### src/xbar_pkg.sv
`default_nettype none

package xbar_pkg;

	// Read address beat.
	typedef struct packed {
		logic [31:0] addr;
		logic [2:0]  size;  // Log2 of the byte count.
	} bus_ar_t;

	typedef enum logic {
		src_ifu,
		src_lsu
	} source_e;

	typedef struct packed {
		bus_ar_t ar;
		source_e source;  // Who gets the response.
	} read_req_t;

	typedef struct packed {
		logic [63:0] data;
		logic [1:0]  resp;
	} read_rsp_t;

	// Timer block answers with a single word.
	typedef struct packed {
		logic [31:0] data;
		logic [1:0]  resp;
	} clint_rsp_t;

	localparam logic [1:0] resp_okay   = 2'd0;
	localparam logic [1:0] resp_slverr = 2'd2;
	localparam logic [1:0] resp_decerr = 2'd3;

endpackage

`default_nettype wire

### src/read_arbiter.sv
`default_nettype none

module read_arbiter (
	input  wire logic                  clock,
	input  wire logic                  reset,

	input  wire xbar_pkg::bus_ar_t     ifu_ar,
	input  wire logic                  ifu_arvalid,
	output logic                       ifu_arready,
	output xbar_pkg::read_rsp_t        ifu_r,
	output logic                       ifu_rvalid,
	input  wire logic                  ifu_rready,

	input  wire xbar_pkg::bus_ar_t     lsu_ar,
	input  wire logic                  lsu_arvalid,
	output logic                       lsu_arready,
	output xbar_pkg::read_rsp_t        lsu_r,
	output logic                       lsu_rvalid,
	input  wire logic                  lsu_rready,

	output xbar_pkg::read_req_t        req,
	output logic                       req_valid,
	input  wire logic                  req_ready,

	input  wire xbar_pkg::read_rsp_t   rsp,
	input  wire logic                  rsp_valid,
	output logic                       rsp_ready
);

	typedef enum logic [1:0] {
		st_idle,
		st_issue,
		st_wait
	} state_e;

	state_e state;
	logic ifu_take;
	logic lsu_take;
	logic ret_valid;
	logic ret_ready;
	xbar_pkg::read_rsp_t ret_rsp;

	assign ifu_arready = (state == st_idle);
	assign lsu_arready = (state == st_idle) && !ifu_arvalid;  // Fetch goes first.
	assign ifu_take    = ifu_arvalid && ifu_arready;
	assign lsu_take    = lsu_arvalid && lsu_arready;

	assign req_valid = (state == st_issue);
	assign rsp_ready = (state == st_wait) && !ret_valid;

	// Response goes back to whoever issued the request.
	assign ifu_r      = ret_rsp;
	assign lsu_r      = ret_rsp;
	assign ifu_rvalid = ret_valid && (req.source == xbar_pkg::src_ifu);
	assign lsu_rvalid = ret_valid && (req.source == xbar_pkg::src_lsu);
	assign ret_ready  = (req.source == xbar_pkg::src_ifu) ? ifu_rready : lsu_rready;

	always_ff @(posedge clock) begin
		if (reset) begin
			state     <= st_idle;
			ret_valid <= 1'b0;
		end else begin
			case (state)
				st_idle:  if (ifu_take || lsu_take) state <= st_issue;
				st_issue: if (req_ready) state <= st_wait;
				st_wait:  if (ret_valid && ret_ready) state <= st_idle;
				default:  state <= st_idle;
			endcase
			if (rsp_valid && rsp_ready)
				ret_valid <= 1'b1;
			else if (ret_valid && ret_ready)
				ret_valid <= 1'b0;
		end
	end

	always_ff @(posedge clock) begin
		if (ifu_take) begin
			req.ar     <= ifu_ar;
			req.source <= xbar_pkg::src_ifu;
		end else if (lsu_take) begin
			req.ar     <= lsu_ar;
			req.source <= xbar_pkg::src_lsu;
		end
		if (rsp_valid && rsp_ready) ret_rsp <= rsp;
	end

	assert property (@(posedge clock) disable iff (reset)
		req_valid && !req_ready |=> req_valid && $stable(req));

endmodule

`default_nettype wire

### src/fetch_cache.sv
`default_nettype none

module fetch_cache #(
	parameter int fetch_lines = 16
) (
	input  wire logic                  clock,
	input  wire logic                  reset,

	input  wire xbar_pkg::read_req_t   up_req,
	input  wire logic                  up_req_valid,
	output logic                       up_req_ready,

	output xbar_pkg::read_rsp_t        up_rsp,
	output logic                       up_rsp_valid,
	input  wire logic                  up_rsp_ready,

	output xbar_pkg::read_req_t        dn_req,
	output logic                       dn_req_valid,
	input  wire logic                  dn_req_ready,

	input  wire xbar_pkg::read_rsp_t   dn_rsp,
	input  wire logic                  dn_rsp_valid,
	output logic                       dn_rsp_ready
);

	localparam int index_w = $clog2(fetch_lines);
	localparam int tag_w   = 29 - index_w;  // Bits above index and byte offset.

	typedef enum logic [1:0] {
		st_idle,
		st_issue,
		st_wait,
		st_reply
	} state_e;

	state_e state;
	logic [fetch_lines-1:0] line_valid;
	logic [tag_w-1:0]       line_tag [fetch_lines];
	logic [63:0]            line_data [fetch_lines];

	logic [index_w-1:0] up_index;
	logic [tag_w-1:0]   up_tag;
	logic [index_w-1:0] fill_index;
	logic               up_fetch;
	logic               up_hit;
	logic               dn_done;
	logic               fill;

	assign up_index = up_req.ar.addr[3 +: index_w];
	assign up_tag   = up_req.ar.addr[31 -: tag_w];
	assign up_fetch = (up_req.source == xbar_pkg::src_ifu);
	assign up_hit   = up_fetch && line_valid[up_index] && (line_tag[up_index] == up_tag);

	assign dn_done    = dn_rsp_valid && dn_rsp_ready;
	assign fill_index = dn_req.ar.addr[3 +: index_w];
	assign fill       = dn_done && (dn_req.source == xbar_pkg::src_ifu) &&
		(dn_rsp.resp == xbar_pkg::resp_okay);

	assign up_req_ready = (state == st_idle);
	assign up_rsp_valid = (state == st_reply);
	assign dn_req_valid = (state == st_issue);
	assign dn_rsp_ready = (state == st_wait);

	always_ff @(posedge clock) begin
		if (reset) begin
			state      <= st_idle;
			line_valid <= '0;
		end else begin
			case (state)
				st_idle:  if (up_req_valid) state <= up_hit ? st_reply : st_issue;
				st_issue: if (dn_req_ready) state <= st_wait;
				st_wait:  if (dn_rsp_valid) state <= st_reply;
				st_reply: if (up_rsp_ready) state <= st_idle;
				default:  state <= st_idle;
			endcase
			if (fill) line_valid[fill_index] <= 1'b1;
		end
	end

	always_ff @(posedge clock) begin
		if (up_req_valid && up_req_ready) begin
			up_rsp.data <= line_data[up_index];  // Used only on a hit.
			up_rsp.resp <= xbar_pkg::resp_okay;
			dn_req      <= up_req;
			if (up_fetch) begin
				dn_req.ar.addr <= {up_req.ar.addr[31:3], 3'b000};  // Whole beat.
				dn_req.ar.size <= 3'd3;
			end
		end
		if (dn_done) up_rsp <= dn_rsp;
		if (fill) begin
			line_tag[fill_index]  <= dn_req.ar.addr[31 -: tag_w];
			line_data[fill_index] <= dn_rsp.data;
		end
	end

	// An error reply must leave every line as it was.
	assert property (@(posedge clock) disable iff (reset)
		dn_done && dn_rsp.resp != xbar_pkg::resp_okay |=> $stable(line_valid));

endmodule

`default_nettype wire

### src/read_router.sv
`default_nettype none

module read_router #(
	parameter logic [31:0] clint_base  = 32'h0200_0000,
	parameter logic [31:0] clint_limit = 32'h0200_ffff
) (
	input  wire logic                  clock,
	input  wire logic                  reset,

	input  wire xbar_pkg::read_req_t   req,
	input  wire logic                  req_valid,
	output logic                       req_ready,

	output xbar_pkg::read_rsp_t        rsp,
	output logic                       rsp_valid,
	input  wire logic                  rsp_ready,

	output xbar_pkg::bus_ar_t          mem_ar,
	output logic                       mem_arvalid,
	input  wire logic                  mem_arready,
	input  wire xbar_pkg::read_rsp_t   mem_r,
	input  wire logic                  mem_rvalid,
	output logic                       mem_rready,

	output xbar_pkg::bus_ar_t          clint_ar,
	output logic                       clint_arvalid,
	input  wire logic                  clint_arready,
	input  wire xbar_pkg::clint_rsp_t  clint_r,
	input  wire logic                  clint_rvalid,
	output logic                       clint_rready
);

	typedef enum logic [1:0] {
		st_idle,
		st_issue,
		st_wait,
		st_reply
	} state_e;

	state_e state;
	xbar_pkg::bus_ar_t ar_q;
	logic to_clint;
	logic in_range;
	logic mem_done;
	logic clint_done;

	assign in_range = (req.ar.addr >= clint_base) && (req.ar.addr <= clint_limit);

	assign req_ready = (state == st_idle);
	assign rsp_valid = (state == st_reply);

	assign mem_ar        = ar_q;
	assign clint_ar      = ar_q;
	assign mem_arvalid   = (state == st_issue) && !to_clint;
	assign clint_arvalid = (state == st_issue) && to_clint;
	assign mem_rready    = (state == st_wait) && !to_clint;
	assign clint_rready  = (state == st_wait) && to_clint;

	assign mem_done   = mem_rvalid && mem_rready;
	assign clint_done = clint_rvalid && clint_rready;

	always_ff @(posedge clock) begin
		if (reset) begin
			state <= st_idle;
		end else begin
			case (state)
				st_idle: if (req_valid) state <= st_issue;
				st_issue:
					if ((mem_arvalid && mem_arready) || (clint_arvalid && clint_arready))
						state <= st_wait;
				st_wait: if (mem_done || clint_done) state <= st_reply;
				st_reply: if (rsp_ready) state <= st_idle;
				default: state <= st_idle;
			endcase
		end
	end

	always_ff @(posedge clock) begin
		if (req_valid && req_ready) begin
			ar_q     <= req.ar;
			to_clint <= in_range;
		end
		if (mem_done) rsp <= mem_r;
		if (clint_done) begin
			rsp.data <= {32'd0, clint_r.data};  // Zero-extend timer word.
			rsp.resp <= clint_r.resp;
		end
	end

	// Only one downstream target is ever addressed or drained.
	assert property (@(posedge clock) disable iff (reset)
		$onehot0({mem_arvalid, clint_arvalid, mem_rready, clint_rready}));

endmodule

`default_nettype wire

### src/xbar_top.sv
`default_nettype none

module xbar_top #(
	parameter int          fetch_lines = 16,
	parameter logic [31:0] clint_base  = 32'h0200_0000,
	parameter logic [31:0] clint_limit = 32'h0200_ffff
) (
	input  wire logic                  clock,
	input  wire logic                  reset,

	input  wire xbar_pkg::bus_ar_t     ifu_ar,
	input  wire logic                  ifu_arvalid,
	output logic                       ifu_arready,
	output xbar_pkg::read_rsp_t        ifu_r,
	output logic                       ifu_rvalid,
	input  wire logic                  ifu_rready,

	input  wire xbar_pkg::bus_ar_t     lsu_ar,
	input  wire logic                  lsu_arvalid,
	output logic                       lsu_arready,
	output xbar_pkg::read_rsp_t        lsu_r,
	output logic                       lsu_rvalid,
	input  wire logic                  lsu_rready,

	output xbar_pkg::bus_ar_t          mem_ar,
	output logic                       mem_arvalid,
	input  wire logic                  mem_arready,
	input  wire xbar_pkg::read_rsp_t   mem_r,
	input  wire logic                  mem_rvalid,
	output logic                       mem_rready,

	output xbar_pkg::bus_ar_t          clint_ar,
	output logic                       clint_arvalid,
	input  wire logic                  clint_arready,
	input  wire xbar_pkg::clint_rsp_t  clint_r,
	input  wire logic                  clint_rvalid,
	output logic                       clint_rready
);

	xbar_pkg::read_req_t arb_req;
	logic                arb_req_valid;
	logic                arb_req_ready;
	xbar_pkg::read_rsp_t arb_rsp;
	logic                arb_rsp_valid;
	logic                arb_rsp_ready;

	xbar_pkg::read_req_t rt_req;  // Cache to router.
	logic                rt_req_valid;
	logic                rt_req_ready;
	xbar_pkg::read_rsp_t rt_rsp;
	logic                rt_rsp_valid;
	logic                rt_rsp_ready;

	read_arbiter i_read_arbiter (
		.clock       (clock),
		.reset       (reset),
		.ifu_ar      (ifu_ar),
		.ifu_arvalid (ifu_arvalid),
		.ifu_arready (ifu_arready),
		.ifu_r       (ifu_r),
		.ifu_rvalid  (ifu_rvalid),
		.ifu_rready  (ifu_rready),
		.lsu_ar      (lsu_ar),
		.lsu_arvalid (lsu_arvalid),
		.lsu_arready (lsu_arready),
		.lsu_r       (lsu_r),
		.lsu_rvalid  (lsu_rvalid),
		.lsu_rready  (lsu_rready),
		.req         (arb_req),
		.req_valid   (arb_req_valid),
		.req_ready   (arb_req_ready),
		.rsp         (arb_rsp),
		.rsp_valid   (arb_rsp_valid),
		.rsp_ready   (arb_rsp_ready)
	);

	fetch_cache #(
		.fetch_lines (fetch_lines)
	) i_fetch_cache (
		.clock        (clock),
		.reset        (reset),
		.up_req       (arb_req),
		.up_req_valid (arb_req_valid),
		.up_req_ready (arb_req_ready),
		.up_rsp       (arb_rsp),
		.up_rsp_valid (arb_rsp_valid),
		.up_rsp_ready (arb_rsp_ready),
		.dn_req       (rt_req),
		.dn_req_valid (rt_req_valid),
		.dn_req_ready (rt_req_ready),
		.dn_rsp       (rt_rsp),
		.dn_rsp_valid (rt_rsp_valid),
		.dn_rsp_ready (rt_rsp_ready)
	);

	read_router #(
		.clint_base  (clint_base),
		.clint_limit (clint_limit)
	) i_read_router (
		.clock         (clock),
		.reset         (reset),
		.req           (rt_req),
		.req_valid     (rt_req_valid),
		.req_ready     (rt_req_ready),
		.rsp           (rt_rsp),
		.rsp_valid     (rt_rsp_valid),
		.rsp_ready     (rt_rsp_ready),
		.mem_ar        (mem_ar),
		.mem_arvalid   (mem_arvalid),
		.mem_arready   (mem_arready),
		.mem_r         (mem_r),
		.mem_rvalid    (mem_rvalid),
		.mem_rready    (mem_rready),
		.clint_ar      (clint_ar),
		.clint_arvalid (clint_arvalid),
		.clint_arready (clint_arready),
		.clint_r       (clint_r),
		.clint_rvalid  (clint_rvalid),
		.clint_rready  (clint_rready)
	);

endmodule

`default_nettype wire

### config.mk
export PLATFORM = sky130hd
export DESIGN_NAME = xbar_top
export DESIGN_NICKNAME = d
export VERILOG_FILES = /design/src/xbar_pkg.sv /design/src/read_arbiter.sv /design/src/fetch_cache.sv /design/src/read_router.sv /design/src/xbar_top.sv
export SDC_FILE = /design/constraint.sdc
export NUM_CORES = 2
export LEC_CHECK = 0
export ABC_AREA = 1
export ABC_CLOCK_PERIOD_IN_PS = 9600
export BUFFER_PORTS_ARGS = -buffer_cell sky130_fd_sc_hd__buf_2
export CAP_MARGIN = 20
export CORE_UTILIZATION = 55
export DETAILED_ROUTE_END_ITERATION = 10
export GPL_ROUTABILITY_DRIVEN = 0
export PLACE_DENSITY = 0.73
export SETUP_SLACK_MARGIN = 0.5
export SYNTH_ARGS = -nofsm -noshare
export SYNTH_HDL_FRONTEND = slang
export SYNTH_SLANG_ARGS = --single-unit
### constraint.sdc
create_clock -name clock -period 9.6 [get_ports clock]
set_input_delay 1.44 -clock clock [delete_from_list [all_inputs] [get_ports clock]]
set_output_delay 1.44 -clock clock [all_outputs]
set_load 0.01 [all_outputs]
* Word level (Yosys, flattened, before mapping)
Memory sizes are Yosys's and may differ from the RTL's. A register that Yosys moved wholly into a read port is not among the register bits.
Index checks and enable logic that the tools add are counted.
** Word-level totals
- Flip-flop bits (word level) :: 329
- RAM bits :: 1424
- Input bits :: 180
- Output and inout bits :: 210
- Memories kept :: 2
** Memory list
- i_fetch_cache.line_data :: words 16, width 64, read ports 1, clocked after memory_dff 1, wr ports 1, RTL line fetch_cache.sv:39 : logic [63:0] line_data [fetch_lines];
- i_fetch_cache.line_tag :: words 16, width 25, read ports 1, clocked after memory_dff 1, wr ports 1, RTL line fetch_cache.sv:38 : logic [tag_w-1:0] line_tag [fetch_lines];
** Operators by class
- Magnitude comparators :: 5
- Eq/ne operators :: 20
- Multiplexer cells :: 32
- Bitwise logic cells :: 3
- Reductions and logical operators :: 42
** Operators by type and width (number)
- 66-bit 2-to-1 mux :: 2
- 36-bit 2-to-1 mux :: 2
- 34-bit 2-to-1 mux :: 2
- 32-bit by 26-bit >= comparator with 1-bit output (second input constant) :: 1
- 32-bit by 26-bit less-or-equal comparator with 1-bit output (second input constant) :: 1
- 25-bit == test :: 1
- 1-bit logical AND :: 25
- 2-bit 2-to-1 mux :: 12
- 2-bit != test (second input constant) :: 8
- 16-bit bitwise OR :: 1
- 2-bit one-hot mux with 4 select lines :: 2
- 2-bit == test (second input constant) :: 5
- 4-bit by 5-bit < comparator with 1-bit output (second input constant) :: 2
- 2-bit zero test :: 4
- 4-bit 2-to-1 mux :: 2
- 4-bit AND reduction :: 2
- 2-bit nonzero test :: 4
- 1-bit 2-to-1 mux :: 7
- 2-bit by 1-bit == test with 1-bit output (second input constant) :: 3
- 2-bit by 1-bit != test with 1-bit output (second input constant) :: 3
- 2-bit one-hot mux with 3 select lines :: 1
- 1-bit binary-select mux with 4-bit select :: 1
- 1-bit demux with 4-bit select :: 1
- 4-bit by 1-bit >= comparator with 1-bit output (second input constant) :: 1
- other kinds (4) :: 9

* Logic depth before layout (Yosys ltp)
- Depth in word-level cells :: 7
- Gate-level depth with buffers :: 16
- Mapped depth without buffers :: 15

* Cells and area by module
A second synthesis with hierarchy kept.
** Second synthesis, totals
- Cells, all modules :: 5359
- Area, all modules :: 69167.6 µm²
** Modules (own cells, without submodules)
- fetch_cache :: instances 1, cells an instance 4634, area each 60534.3 µm², sequential area each 46184.3 µm²
- read_arbiter :: instances 1, cells an instance 315, area each 4390.5 µm², sequential area each 3113.0 µm²
- read_router :: instances 1, cells an instance 410, area each 4242.8 µm², sequential area each 2782.7 µm²

* Least setup slack after synthesis
No wires, ideal clock.
- Kind :: reg2reg
- Start point :: register i_fetch_cache.state[0]
- End point :: memory i_fetch_cache.line_data[0][0] (enable)
- Data arrival time :: 5.053 ns
- Data required time :: 9.061 ns
- Path slack :: 4.007 ns
- Stages on the path, launching flop included :: 7
- Path buffers :: 0
- Cell sequence :: dfxtp_1 -> inv_1 -> ha_1 -> nand2_1 -> nor4_1 -> nand3_1 -> nor2_1
** Between the ends
- Longest elaborated chain between the ends :: 6
** Ends and longest elaborated chain
- start, declared :: RTL line fetch_cache.sv:36 : state_e state;
- start signal, assigned :: RTL line fetch_cache.sv:66 : state <= st_idle;
- start signal, assigned :: RTL line fetch_cache.sv:70 : st_idle: if (up_req_valid) state <= up_hit ? st_reply : st_issue;
- start signal, assigned :: RTL line fetch_cache.sv:71 : st_issue: if (dn_req_ready) state <= st_wait;
- 2-bit == test :: RTL line fetch_cache.sv:62 : assign dn_rsp_ready = (state == st_wait);
- 1-bit logical AND :: RTL line fetch_cache.sv:54 : assign dn_done = dn_rsp_valid && dn_rsp_ready;
- 1-bit logical AND (2 in a row) :: RTL line fetch_cache.sv:56 : assign fill = dn_done && (dn_req.source == xbar_pkg::src_ifu) &&
- 1-bit 2-to-1 mux :: RTL line fetch_cache.sv:91 : if (fill) begin
- 1-bit 2-to-1 mux (implied by the code) :: RTL line fetch_cache.sv:93 : line_data[fill_index] <= dn_rsp.data;
- end, declared :: RTL line fetch_cache.sv:39
Every way passes these cells.

* Worst setup path after layout
- Start point :: register i_fetch_cache.state[0]
- End point :: memory i_fetch_cache.line_tag[12][6] (netlist bit) (enable)
** Between the ends
- Longest elaborated chain between the ends :: 6
** Ends and longest elaborated chain
- 2-bit == test :: RTL line fetch_cache.sv:62
- 1-bit logical AND :: RTL line fetch_cache.sv:54
- 1-bit logical AND (2 in a row) :: RTL line fetch_cache.sv:56
- 1-bit 2-to-1 mux :: RTL line fetch_cache.sv:91
- 1-bit 2-to-1 mux (implied by the code) :: RTL line fetch_cache.sv:92 : line_tag[fill_index] <= dn_req.ar.addr[31 -: tag_w];
- end, declared :: RTL line fetch_cache.sv:38
Every way passes these cells.

==> impl_metrics.yaml <==
run_status:
  outcome: "complete, but fails checks"
  violations: "DRC"
timing:
  timing.hold.ws_ps: 417
  worst_pin_slew_ps: 1160
  fmax_mhz: 212
  fin_crit_ps: 4710
  slew_viol_final: 0
  skew_ps: 20.9
  final.setup.tns_ps: 0
  fin_crit_sh: 0.490
  hold_viol: 0
  slew_headroom: 0.226
  setup-violations-final: 0
  rsz0062_at_grt: "no"
critical_path:
  crit_path_cell_trace: "inv_1 > ha_1 > nand2_4 > nor4_1 > nand2_1 > nor2_1 > inv_1 > nor2_4 > buf_4 > buf_4"
  critical-path-top-delay-family: "simple AND/OR/NAND/NOR gates"
  path_buf_inv: 4
  max_stage_delay_ps: 900
  crit_path_top_delay_cell: "nor2_4"
  crit_arrival_ps: 5110
  r2r_cells: 10
  critPathCaptureType: "flop"
  worstSetupPathType: "flop to flop"
  cp-start-kind: "flop"
  crit_cells: 10
  crit_fanout: 40
  required_ps: 10010
route:
  vias: 43372
  route.detailed.wl_per_inst_um: 23.6
  drc: 9
  routed_via_density: 6.02
  routed_wirelength_mm: 170
  drt-initial-drc-count: 5097
  ant_nets: 0
  firstDrtPassIters: 11
cts:
  cts_tree: "built"
  clock_path_buffers: 3
  clkTransAtPathRegs_ps: 60
  clk_latency_ps: 790
  cts_made_buffers: 170
  h-tree-depth: 4
  cts_hold_buf: 0
  post_cts_resized: 0
  cts_root_buf: "clkbuf_16"
  postCtsSetupRepairBufs: 0
  cts.sinks: 1757
job:
  max-cap-violations: 0
floorplan:
  boundaryPins: 390
  coreArea_mm2: 0.124
  start_util: 0.556
  die_h_um: 356
  die_w_um: 356
  die-area_mm2: 0.127
  num_rows: 129
placement:
  dp_hpwl_mm: 88.6
  portBuffers: 389
grt:
  grt_max_degree: 221
  first_global_vias: 41351
  antenna_found_initial: 3
  grt_usage: 0.265
  grt_overflow: 0
  grt_pass1_wl_mm: 252
logic_synthesis:
  syn-instance-count: 5235
  yosysSeqAreaShare: 0.756
  syn_nets: 5423
  avgSynthCellArea_um2: 13.2
  ys_top_cells_by_area: "edfxtp_1, nor2_1, o21ai_0"
  synth_top_cell_by_area: "edfxtp_1"
  yosysUniqueCellTypes: 33
  synth_area_mm2: 0.0689
  ys_seq_elements: 1757
  synth_top_cell_area_share: 0.739
  ys_warn_count: 0
power_and_ir_drop:
  cellLeakagePower_nw: 26.6
  p_per_area_mw_per_mm2: 262
  p_total_mw: 20.1
  ir_worst_vdd_uv: 206
final_layout:
  finalNetCount: 5618
  antennaDiodeCount: 0
  multi_input_area_mm2: 0.0139
  syn2layout_area_growth_pct: 11.2
  seq_area_mm2: 0.0522
  drive_above_1_share: 0.130
  fillCellCount: 9025
hold_path:
  hold-path-cell-count: 0
  worst_hold_path_type: "flop to flop"
==> registers in the layout, summed over array words and instances (netlist names), named ones only <==
register	count
i_fetch_cache.dn_req	36
i_fetch_cache.line_data	1024
i_fetch_cache.line_tag	400
i_fetch_cache.line_valid	16
i_fetch_cache.state	2
i_fetch_cache.up_rsp	66
i_read_arbiter.ifu_r	66
i_read_arbiter.req	36
i_read_arbiter.ret_valid	1
i_read_arbiter.state	2
i_read_router.clint_ar	35
i_read_router.rsp	66
i_read_router.state	2
i_read_router.to_clint	1
==> synth_stat cells <==
master	count
a211oi_1	1
o221ai_1	189
clkbuf_1	199
nand4_1	2
a31oi_1	65
o21ai_1	53
o21a_1	1
o21bai_1	4
inv_2	3
buf_6	12
nand2_1	550
o21ai_0	595
nor3_1	2
buf_2	68
inv_1	181
a221oi_1	1
nor2_1	869
or2_2	3
a21oi_1	41
buf_1	22
dfxtp_1	60
a22oi_1	18
o311ai_0	1
a22o_1	35
o31ai_1	1
edfxtp_1	1697
nor4_1	4
o211ai_1	43
nand3_1	301
clkinv_1	3
buf_4	135
o22ai_1	68
ha_1	8
==> metrics by stage <==
| step | setup WS, ps | util | cells | area (um2) |
|---|---|---|---|---|
| floorplan | 4010 | - | 5235 | 68900 |
| detailed placement | 4930 | 0.576 | 6894 | 71400 |
| CTS | 4920 | 0.619 | 7209 | 76700 |
| global route | 4670 | 0.619 | 7210 | 76700 |
| finish | 4890 | 0.619 | 7210 | 76700 |
| global placement | 4980 | 0.576 | 6894 | 71400 |
==> placed cells by master, fill, tap and decap left out, types with 65 or more instances in the layout <==
cell,n
edfxtp_1,1697
nor2_1,852
o21ai_0,595
nand2_1,545
buf_2,389
nand3_1,301
o221ai_1,189
inv_1,176
clkbuf_16,175
o22ai_1,68
buf_4,66
a31oi_1,65
==> routing by layer <==
layer	vias to the layer above	wire length [um]	global-route usage
li1	19456	-	-
met1	21355	66600	0.363
met2	2260	83500	0.437
met3	301	15000	0.0387
met4	0	4840	0.0920
met5	-	0	0
==> worst register-to-register path, cell delays in order, from the launching register on <==
cell     delay, ps
dfxtp_1        340
inv_1           90
ha_1           210
nand2_4        350
nor4_1         610
nand2_1        110
nor2_1         120
inv_1          170
nor2_4         900
buf_4          700
buf_4          690
==> path summary, 6_finish.rpt <==
kind | end | slack, ps | from
max | i_fetch_cache.line_tag[12][6]$_DFFE_PP_ | 4890 | i_fetch_cache.state[0]$_SDFFE_PP0P_
max reg2reg | i_fetch_cache.line_tag[12][6]$_DFFE_PP_ | 4890 | i_fetch_cache.state[0]$_SDFFE_PP0P_
min reg2reg | i_read_arbiter.ifu_r[26]$_DFFE_PP_ | 420 | i_fetch_cache.up_rsp[26]$_DFFE_PP_
min | i_read_arbiter.ifu_r[26]$_DFFE_PP_ | 420 | i_fetch_cache.up_rsp[26]$_DFFE_PP_
==> cells by family (layout without fill, tap and decap cells) <==
logic type / count (synthesis) / in the layout / share of synthesized area
DFF: 1757 / 1757 / 0.756
and+or+nand+nor: 1731 / 1731 / 0.100
adders and majority gates: 8 / 8 / 0.00145
AOI/OAI and AO/OA: 1116 / 1116 / 0.0982
buffers and inverters: 623 / 961 / 0.0438
==> layout make-up <==
cell class | count | area share
timing repair buffer | 459 | 0.0330
sequential | 1757 | 0.680
clock inverter | 93 | 0.00887
clock buffer | 222 | 0.0600
tap | 1637 | 0.0267
multi-input combinational | 2855 | 0.182
inverter | 187 | 0.00958
==> report_power, final <==
group / switching (mW) / total [mW] / internal [mW]
Clock: 2.76 / 6.37 / 3.62
Combinational: 2.67 / 3.78 / 1.11
Sequential: 0.665 / 9.97 / 9.31
No activity file was read; power rests on OpenSTA's default activity.
